==> src/hdl/hist_settings.svh <==
// Width macros and the idle read data filler switch for the histogram engine
`ifndef HIST_SETTINGS_SVH
`define HIST_SETTINGS_SVH

// Bin address width
// 6 bits gives 64 bins
`define HIST_AW 6

// Count and data width
// Counts saturate at 2**HIST_DW - 1
`define HIST_DW 8

// Idle read data filler
// 1 shows X on data outputs outside a read return cycle
// 0 shows zero there, as wanted for synthesis
`define HIST_SIMULATE 1

`endif

==> src/hdl/hist_pkg.sv <==
// Package hist_pkg with the host opcode enum, the accumulator state enum and the count limit
`include "hist_settings.svh"

package hist_pkg;

	// Host command opcode
	// Reads return data on rd_data, writes preload or clear a bin
	typedef enum logic {
		HOST_READ = 1'b0,
		HOST_WRITE = 1'b1
	} host_op_e;

	// Accumulator pipeline stage state
	// ACC_READ fetches the old count, ACC_UPDATE writes it back
	typedef enum logic [1:0] {
		ACC_IDLE = 2'd0,
		ACC_READ = 2'd1,
		ACC_UPDATE = 2'd2
	} acc_state_e;

	// Largest count a bin can hold
	localparam logic [`HIST_DW-1:0] HIST_COUNT_MAX = {`HIST_DW{1'b1}};

endpackage

==> src/hdl/dpram.sv <==
// Module dpram, an inferred simple dual-port RAM with one write port and one read port
`timescale 1ns/1ps
`include "hist_settings.svh"

module dpram #(
	parameter int aw = `HIST_AW,
	parameter int dw = `HIST_DW
) (
	input logic clk,
	// Write port
	input logic [aw-1:0] addra,
	input logic [dw-1:0] dina,
	input logic wena,
	// Read port, reads on every cycle
	input logic [aw-1:0] addrb,
	output logic [dw-1:0] doutb
);

	// Storage array
	// No reset, contents come from the writers
	logic [dw-1:0] mem [0:(1<<aw)-1];

	// Write on strobe
	always_ff @(posedge clk) begin
		if (wena) begin
			mem[addra] <= dina;
		end
	end

	// Registered read of addrb every cycle
	// Same-cycle write and read of one address returns the old word
	always_ff @(posedge clk) begin
		doutb <= mem[addrb];
	end

endmodule

==> src/hdl/fake_dpram.sv <==
// Module fake_dpram with two emulated read/write ports over one dpram and the hog error output
`timescale 1ns/1ps
`include "hist_settings.svh"

module fake_dpram #(
	parameter int aw = `HIST_AW,
	parameter int dw = `HIST_DW
) (
	input logic clk,
	input logic rst_n,
	// Port 1 with one cycle read latency
	input logic [aw-1:0] addr1,
	input logic [dw-1:0] din1,
	input logic wen1,
	input logic ren1,
	output logic [dw-1:0] dout1,
	// Port 2 with two cycle read latency
	input logic [aw-1:0] addr2,
	input logic [dw-1:0] din2,
	input logic wen2,
	input logic ren2,
	output logic [dw-1:0] dout2,
	// Strobe spacing violation on either port
	output logic error
);

	// Delayed port 2 payload for replay
	logic [aw-1:0] addr2_d;
	logic [dw-1:0] din2_d;
	// Delayed strobes
	logic wen1_d;
	logic ren1_d;
	logic wen2_d;
	logic ren2_d;
	logic ren1_dd;
	logic ren2_dd;
	// RAM side signals
	logic [aw-1:0] addra;
	logic [dw-1:0] dina;
	logic wena;
	logic [aw-1:0] addrb;
	logic [dw-1:0] doutb;
	logic [dw-1:0] doutb_d;
	// Data shown outside a read return cycle
	logic [dw-1:0] filler;

	assign filler = `HIST_SIMULATE ? {dw{1'bx}} : {dw{1'b0}};

	// Port 2 payload sampled every cycle
	always_ff @(posedge clk) begin
		addr2_d <= addr2;
		din2_d <= din2;
		doutb_d <= doutb;
	end

	// Strobe history
	always_ff @(posedge clk) begin
		if (!rst_n) begin
			wen1_d <= 1'b0;
			ren1_d <= 1'b0;
			wen2_d <= 1'b0;
			ren2_d <= 1'b0;
			ren1_dd <= 1'b0;
			ren2_dd <= 1'b0;
		end else begin
			wen1_d <= wen1;
			ren1_d <= ren1;
			wen2_d <= wen2;
			ren2_d <= ren2;
			ren1_dd <= ren1_d;
			ren2_dd <= ren2_d;
		end
	end

	// Write side arbitration
	// Port 1 first, then port 2, then a port 2 write that lost last cycle
	assign addra = wen1 ? addr1 : (wen2 ? addr2 : addr2_d);
	assign dina = wen1 ? din1 : (wen2 ? din2 : din2_d);
	assign wena = wen1 | wen2 | (wen1_d & wen2_d);

	// Read side arbitration in the same order
	// Idle cycles read the delayed port 2 address, which covers the replay
	assign addrb = ren1 ? addr1 : (ren2 ? addr2 : addr2_d);

	dpram #(
		.aw(aw),
		.dw(dw)
	) mem (
		.clk(clk),
		.addra(addra),
		.dina(dina),
		.wena(wena),
		.addrb(addrb),
		.doutb(doutb)
	);

	// Port 1 read data straight from the RAM register
	assign dout1 = ren1_d ? doutb : filler;

	// Port 2 read data one cycle later
	// Bypass the extra register when port 1 pushed this read back a cycle
	assign dout2 = ren2_dd ? (ren1_dd ? doutb : doutb_d) : filler;

	// Same strobe on one port in back-to-back cycles
	assign error = (wen1 & wen1_d) | (ren1 & ren1_d) | (wen2 & wen2_d) | (ren2 & ren2_d);

	// Port 1 read returns real data in the following cycle
	a_dout1_known: assert property (@(posedge clk) disable iff (!rst_n)
		ren1 |=> !$isunknown(dout1));

endmodule

==> src/hdl/hist_accumulator.sv <==
// Module hist_accumulator, a read-increment-write pipeline on port 1 for each sample
`timescale 1ns/1ps
`include "hist_settings.svh"

module hist_accumulator (
	input logic clk,
	input logic rst_n,
	// Incoming samples
	input logic [`HIST_AW-1:0] sample_bin,
	input logic sample_valid,
	// Port 1 of the shared RAM
	output logic [`HIST_AW-1:0] addr1,
	output logic [`HIST_DW-1:0] din1,
	output logic wen1,
	output logic ren1,
	input logic [`HIST_DW-1:0] dout1
);

	import hist_pkg::*;

	// Read stage state and its bin
	acc_state_e rd_state;
	logic [`HIST_AW-1:0] rd_bin;
	// Update stage state and its bin
	acc_state_e wr_state;
	logic [`HIST_AW-1:0] wr_bin;
	// True when the fetched count has hit the limit
	logic at_max;

	// Stage control
	// Each sample moves IDLE -> READ -> UPDATE, one stage per cycle
	// A new sample may sit in READ while the previous one is in UPDATE
	always_ff @(posedge clk) begin
		if (!rst_n) begin
			rd_state <= ACC_IDLE;
			wr_state <= ACC_IDLE;
		end else begin
			rd_state <= sample_valid ? ACC_READ : ACC_IDLE;
			wr_state <= (rd_state == ACC_READ) ? ACC_UPDATE : ACC_IDLE;
		end
	end

	// Bin follows its sample down the pipe
	always_ff @(posedge clk) begin
		if (sample_valid) begin
			rd_bin <= sample_bin;
		end
		wr_bin <= rd_bin;
	end

	// Strobes come straight from the stage states
	assign ren1 = (rd_state == ACC_READ);
	assign wen1 = (wr_state == ACC_UPDATE);

	// Single address on the port
	// Update has the bus when both stages want it, which only happens on bad spacing
	assign addr1 = wen1 ? wr_bin : rd_bin;

	// Old count is on dout1 during UPDATE
	assign at_max = (dout1 == HIST_COUNT_MAX);

	// Saturating increment
	assign din1 = at_max ? dout1 : dout1 + 1'b1;

	// Samples need a free cycle between them
	// Closer spacing makes the two stages collide on port 1
	a_sample_spacing: assert property (@(posedge clk) disable iff (!rst_n)
		sample_valid |=> !sample_valid);

endmodule

==> src/hdl/hist_top.sv <==
// Module hist_top, the histogram engine with accumulator, emulated dual-port RAM and host access
`timescale 1ns/1ps
`include "hist_settings.svh"

module hist_top (
	input logic clk,
	input logic rst_n,
	// Sample stream
	input logic [`HIST_AW-1:0] sample_bin,
	input logic sample_valid,
	// Host commands
	input logic host_strobe,
	input hist_pkg::host_op_e host_op,
	input logic [`HIST_AW-1:0] host_addr,
	input logic [`HIST_DW-1:0] host_wdata,
	// Host read return
	output logic [`HIST_DW-1:0] rd_data,
	output logic rd_valid,
	// Strobe spacing violation
	output logic error
);

	// Port 1, accumulator side
	logic [`HIST_AW-1:0] addr1;
	logic [`HIST_DW-1:0] din1;
	logic [`HIST_DW-1:0] dout1;
	logic wen1;
	logic ren1;
	// Port 2, host side
	logic [`HIST_AW-1:0] addr2;
	logic [`HIST_DW-1:0] din2;
	logic [`HIST_DW-1:0] dout2;
	logic wen2;
	logic ren2;

	hist_accumulator acc (
		.clk(clk),
		.rst_n(rst_n),
		.sample_bin(sample_bin),
		.sample_valid(sample_valid),
		.addr1(addr1),
		.din1(din1),
		.wen1(wen1),
		.ren1(ren1),
		.dout1(dout1)
	);

	// Shared bin memory
	fake_dpram #(
		.aw(`HIST_AW),
		.dw(`HIST_DW)
	) ram (
		.clk(clk),
		.rst_n(rst_n),
		.addr1(addr1),
		.din1(din1),
		.wen1(wen1),
		.ren1(ren1),
		.dout1(dout1),
		.addr2(addr2),
		.din2(din2),
		.wen2(wen2),
		.ren2(ren2),
		.dout2(dout2),
		.error(error)
	);

	host_access host (
		.clk(clk),
		.rst_n(rst_n),
		.host_strobe(host_strobe),
		.host_op(host_op),
		.host_addr(host_addr),
		.host_wdata(host_wdata),
		.addr2(addr2),
		.din2(din2),
		.wen2(wen2),
		.ren2(ren2),
		.dout2(dout2),
		.rd_data(rd_data),
		.rd_valid(rd_valid)
	);

endmodule

==> src/hdl/host_access.sv <==
// Module host_access, host command issue on port 2 and read data return tracking
`timescale 1ns/1ps
`include "hist_settings.svh"

module host_access (
	input logic clk,
	input logic rst_n,
	// Host command
	input logic host_strobe,
	input hist_pkg::host_op_e host_op,
	input logic [`HIST_AW-1:0] host_addr,
	input logic [`HIST_DW-1:0] host_wdata,
	// Port 2 of the shared RAM
	output logic [`HIST_AW-1:0] addr2,
	output logic [`HIST_DW-1:0] din2,
	output logic wen2,
	output logic ren2,
	input logic [`HIST_DW-1:0] dout2,
	// Read return
	output logic [`HIST_DW-1:0] rd_data,
	output logic rd_valid
);

	import hist_pkg::*;

	// Read issue history
	// Bit 0 one cycle after ren2, bit 1 two cycles after
	logic [1:0] rd_track;
	logic is_read;
	logic is_write;

	assign is_read = host_strobe && (host_op == HOST_READ);
	assign is_write = host_strobe && (host_op == HOST_WRITE);

	// Address and data held from the last command
	always_ff @(posedge clk) begin
		if (host_strobe) begin
			addr2 <= host_addr;
			din2 <= host_wdata;
		end
	end

	// One port 2 pulse per command, a cycle after the strobe
	always_ff @(posedge clk) begin
		if (!rst_n) begin
			ren2 <= 1'b0;
			wen2 <= 1'b0;
		end else begin
			ren2 <= is_read;
			wen2 <= is_write;
		end
	end

	// Follow each read for the two cycles of port 2 latency
	// Two reads can be in flight, one per bit
	always_ff @(posedge clk) begin
		if (!rst_n) begin
			rd_track <= 2'b00;
		end else begin
			rd_track <= {rd_track[0], ren2};
		end
	end

	// Valid lines up with the cycle dout2 carries the word
	assign rd_valid = rd_track[1];

	// Data from port 2, filler between returns
	assign rd_data = dout2;

endmodule
==> config.mk <==
export PLATFORM = sky130hd
export DESIGN_NAME = hist_top
export DESIGN_NICKNAME = d
export VERILOG_FILES = /design/src/hdl/hist_pkg.sv /design/src/hdl/dpram.sv /design/src/hdl/fake_dpram.sv /design/src/hdl/hist_accumulator.sv /design/src/hdl/hist_top.sv /design/src/hdl/host_access.sv
export VERILOG_INCLUDE_DIRS = /design/src /design/src/hdl
export SDC_FILE = /design/constraint.sdc
export NUM_CORES = 1
export LEC_CHECK = 0
export BUFFER_PORTS_ARGS = -buffer_cell sky130_fd_sc_hd__buf_4
export CAP_MARGIN = 20
export CORE_ASPECT_RATIO = 1.4
export CORE_MARGIN = 2
export CORE_UTILIZATION = 40
export CTS_CLUSTER_SIZE = 30
export DETAILED_ROUTE_END_ITERATION = 7
export HOLD_SLACK_MARGIN = 0.15
export PLACE_DENSITY = 0.63
export SLEW_MARGIN = 40
export SYNTH_ARGS = -nofsm -noshare
export SYNTH_HDL_FRONTEND = slang
export SYNTH_SLANG_ARGS = --single-unit
==> constraint.sdc <==
create_clock -name clk -period 4.2 [get_ports clk]
set_input_delay 0.63 -clock clk [delete_from_list [all_inputs] [get_ports clk]]
set_output_delay 0.63 -clock clk [all_outputs]
set_load 0.02 [all_outputs]
==> results by group <==
Drt
  – Vias per Instance: 5.511
  – WL/cell: 24.29 um
  – Initial DRC count: 922
  – Remaining antenna violation count: 0
  – Drt first pass iters: 5
  – DRC violations left: 0
  – Via count: 12,200
  – WL final: 53,750 um

Final layout
  – Finished layout cell area: 26,240 sq um
  – Layout cells sized above 1: 0.2009
  – Nets: 1,463
  – Ant. Diodes: 0
  – Area Overhead vs Synth: 14.79%

Pwr
  – Tot Pwr: 0.01298 W
  – VDD IR max: 0.2600 mV
  – Pwr/cell area: 494.6 nW/um^2
  – Lkg Pwr: 8.880 nW

Critical path
  – Critical-path maximum fanout: 37
  – Worst stage delay on the critical path: 0.83 ns
  – Family with the most delay on the worst path: multiplexers
  – Critical path startpoint: acc.rd_state[0]
  – Critical Path Stages: 7
  – CP Class: reg -> reg
  – CP max stage cell: dfxtp_1
  – Buf+Inv Stages, Crit Path: 2
  – R2r endpoint: ram.mem.doutb[1]
  – CP Capture Type: flop
  – Most frequent CP cell: buf_4
  – R2R depth: 7
  – RR Startpoint: acc.rd_state[0]
  – CP required: 4.67 ns
  – Worst reg-to-reg setup slack: 0.95 ns
  – CP Launch Type: flop
  – Worst-path cell chain: mux2i_4 -> buf_4 -> buf_4 -> mux4_2 -> nand2_1 -> nand4_1 -> and4_1
  – Worst path arrival time: 3.71 ns

Placed design
  – GP Congestion: 0.8300
  – Post-DP HPWL: 34,860 um
  – DP Worst Slack: 0.9220 ns
  – IO buf count: 34
  – Placed cell area: 24,490 sq um

Synthesis
  – Number of synthesized flops with an enable pin: 532
  – Top cell type's share of synthesized area: 0.6989
  – Sequential share of the synthesized area: 0.7375
  – Async SR Flop Fraction: 0
  – Dominant cell type by area after synthesis: edfxtp_1
  – Gate count after technology mapping: 1,336
  – Post-Syn Area: 22,860 sq um
  – Area contributors post-synth: edfxtp_1 70%, mux2i_1 9.8%, dfxtp_1 3.9%, mux2_2 2.6%, mux4_2 2.3%
  – Yosys reg bits: 576
  – Syn_area_per_cell: 17.11 sq um
  – Syn Nets: 1,362
  – Synth Flop Type: edfxtp_1
  – Synth warnings: 0
  – Post-synthesis cell type count: 47

Global route
  – GRT overflow: 0
  – Initial antenna violation count: 0
  – Total GRT Usage: 0.1824
  – Vias in the first global route: 12,620
  – First-pass GRT wire length: 79,980 um
  – Largest net degree at the start of global routing: 81

Clocking
  – Clock transition at the registers of the reported paths: 0.07 ns
  – Maximum buffer depth of the clock tree: 3
  – Setup Fix Bufs, Post-CTS: 0
  – CTS H-tree lvls: 2
  – Worst-Skew Late Latency: 0.58 ns
  – Cts repair resizes: 0
  – CTS Buf Count: 51
  – CTS tree: done
  – Clock Sinks: 576
  – # hold bufs at CTS: 0
  – Root Buffer Master: clkbuf_16

Floorplan
  – Initial core utilization: 0.4049
  – Total core area: 56,450 sq um
  – Chip height: 286.8 um
  – Top Ports: 35
  – Chip width: 206.0 um
  – FP Rows: 103
  – Die Area: 59,100 sq um

Timing
  – Final period util: 0.7731
  – Fin Clk Skew: 0.01504 ns
  – Sum Neg Setup Slack: 0 ns
  – Fin crit period: 3.247 ns
  – Peak Freq: 308.0 MHz
  – Rel. slew slack: 0.4566
  – Final Slew Violations: 0
  – Worst slew pin tran: 0.8121 ns
  – Hold violation total from the final report: 0
  – RSZ-0062 raised after global routing: false
  – # setup viols final: 0
  – PnR worst setup slack: 0.9530 ns
  – Worst hold slack: 0.2196 ns

Hold path
  – Hold-critical path depth: 2
  – HP Start: host_op
  – WHS Endpoint: host.ren2
  – Hold WC Path Type: in -> reg

Run status
  – Outcome: finished clean

Run
  – Max Cap Violations: 0
## area by class of cell
cell class                      instances  area (sq um)
Tap cell                              735         919.6
Clock inverter                         31         357.8
Fill cell                            4774         30210
Inverter                                3         11.26
Clock buffer                           63          1361
Multi-Input combinational cell        689          5680
Sequential cell                       576         16860
Timing Repair Buffer                  116          1049
## cell usage after synthesis, types with 15 or more instances
| library cell | number |
|---|---|
| o211ai_1 | 32 |
| mux2i_1 | 223 |
| o21ai_1 | 24 |
| edfxtp_1 | 532 |
| mux4_2 | 23 |
| buf_4 | 16 |
| dfxtp_1 | 44 |
| mux2_2 | 52 |
| o21ai_0 | 22 |
| clkbuf_1 | 15 |
| nand2_1 | 78 |
| buf_2 | 24 |
| nand4_1 | 26 |
| nor2_1 | 87 |
| a221oi_1 | 26 |
| nand3_1 | 16 |
## kinds of logic after synthesis
| group | share of synthesized area |
|---|---|
| AO/OA/AOI/OAI | 0.04598 |
| adder cells (fa/ha/maj) | 0.0005473 |
| flip-flops | 0.7375 |
| AND/OR/NAND/NOR | 0.04620 |
| buffers and inverters | 0.02025 |
| XOR/XNOR | 0.001533 |
| multiplexers | 0.1480 |
## routing by layer
layer	up-vias	GRT usage	wire length [um]
li1	5458	-	-
met1	6308	0.2277	21430
met2	343	0.3283	28280
met3	86	0.02007	2507
met4	0	0.06054	1540
met5	-	0	0
## placed cells by master, fill, tap and decap left out, types with 10 or more instances in the layout
cell and count:
edfxtp_1 532, mux2i_1 222, buf_4 99, nor2_1 80
nand2_1 78, mux2_2 52, clkbuf_16 51, dfxtp_1 43
o211ai_1 32, nand4_1 26, a221oi_1 26, mux4_2 23
o21ai_1 23, o21ai_0 17, nand3_1 16, clkinv_2 15
a21oi_1 10, buf_12 10
## state kept, by name (all words and copies together) (netlist names), 2 cells and up
name / count
acc.wr_bin: 6
ram.addr2_d: 6
ram.din2_d: 8
ram.mem.mem: 512
acc.rd_bin: 6
ram.mem.doutb: 8
host.addr2: 6
host.rd_track: 2
ram.doutb_d: 8
host.din2: 8
## metrics by stage
step                      utilization  cells
after floorplan                     -   1336
after global placement         0.4322   2112
after detailed placement       0.4339   2118
after CTS                      0.4644   2212
after global routing           0.4648   2213
final                          0.4648   2213
## power by group
group	total, W	leakage, nW	switching [W]	internal [W]
logic	0.00155	2.86	0.000993	0.000555
registers	0.00661	5.17	0.0000920	0.00652
clock network	0.00482	0.851	0.00202	0.00279
total	0.0130	8.88	0.00311	0.00987
## worst max-delay path by stage
stage                                    to  slack, ns
after CTS                  ram.mem.doutb[1]       0.89
after global routing       ram.mem.doutb[1]       0.78
after global placement     ram.mem.doutb[1]       0.94
after floorplan           ram.mem.mem[0][4]       0.44
final                      ram.mem.doutb[1]       0.95
after detailed placement   ram.mem.doutb[1]       0.92
No activity file was read; power rests on OpenSTA's default activity.
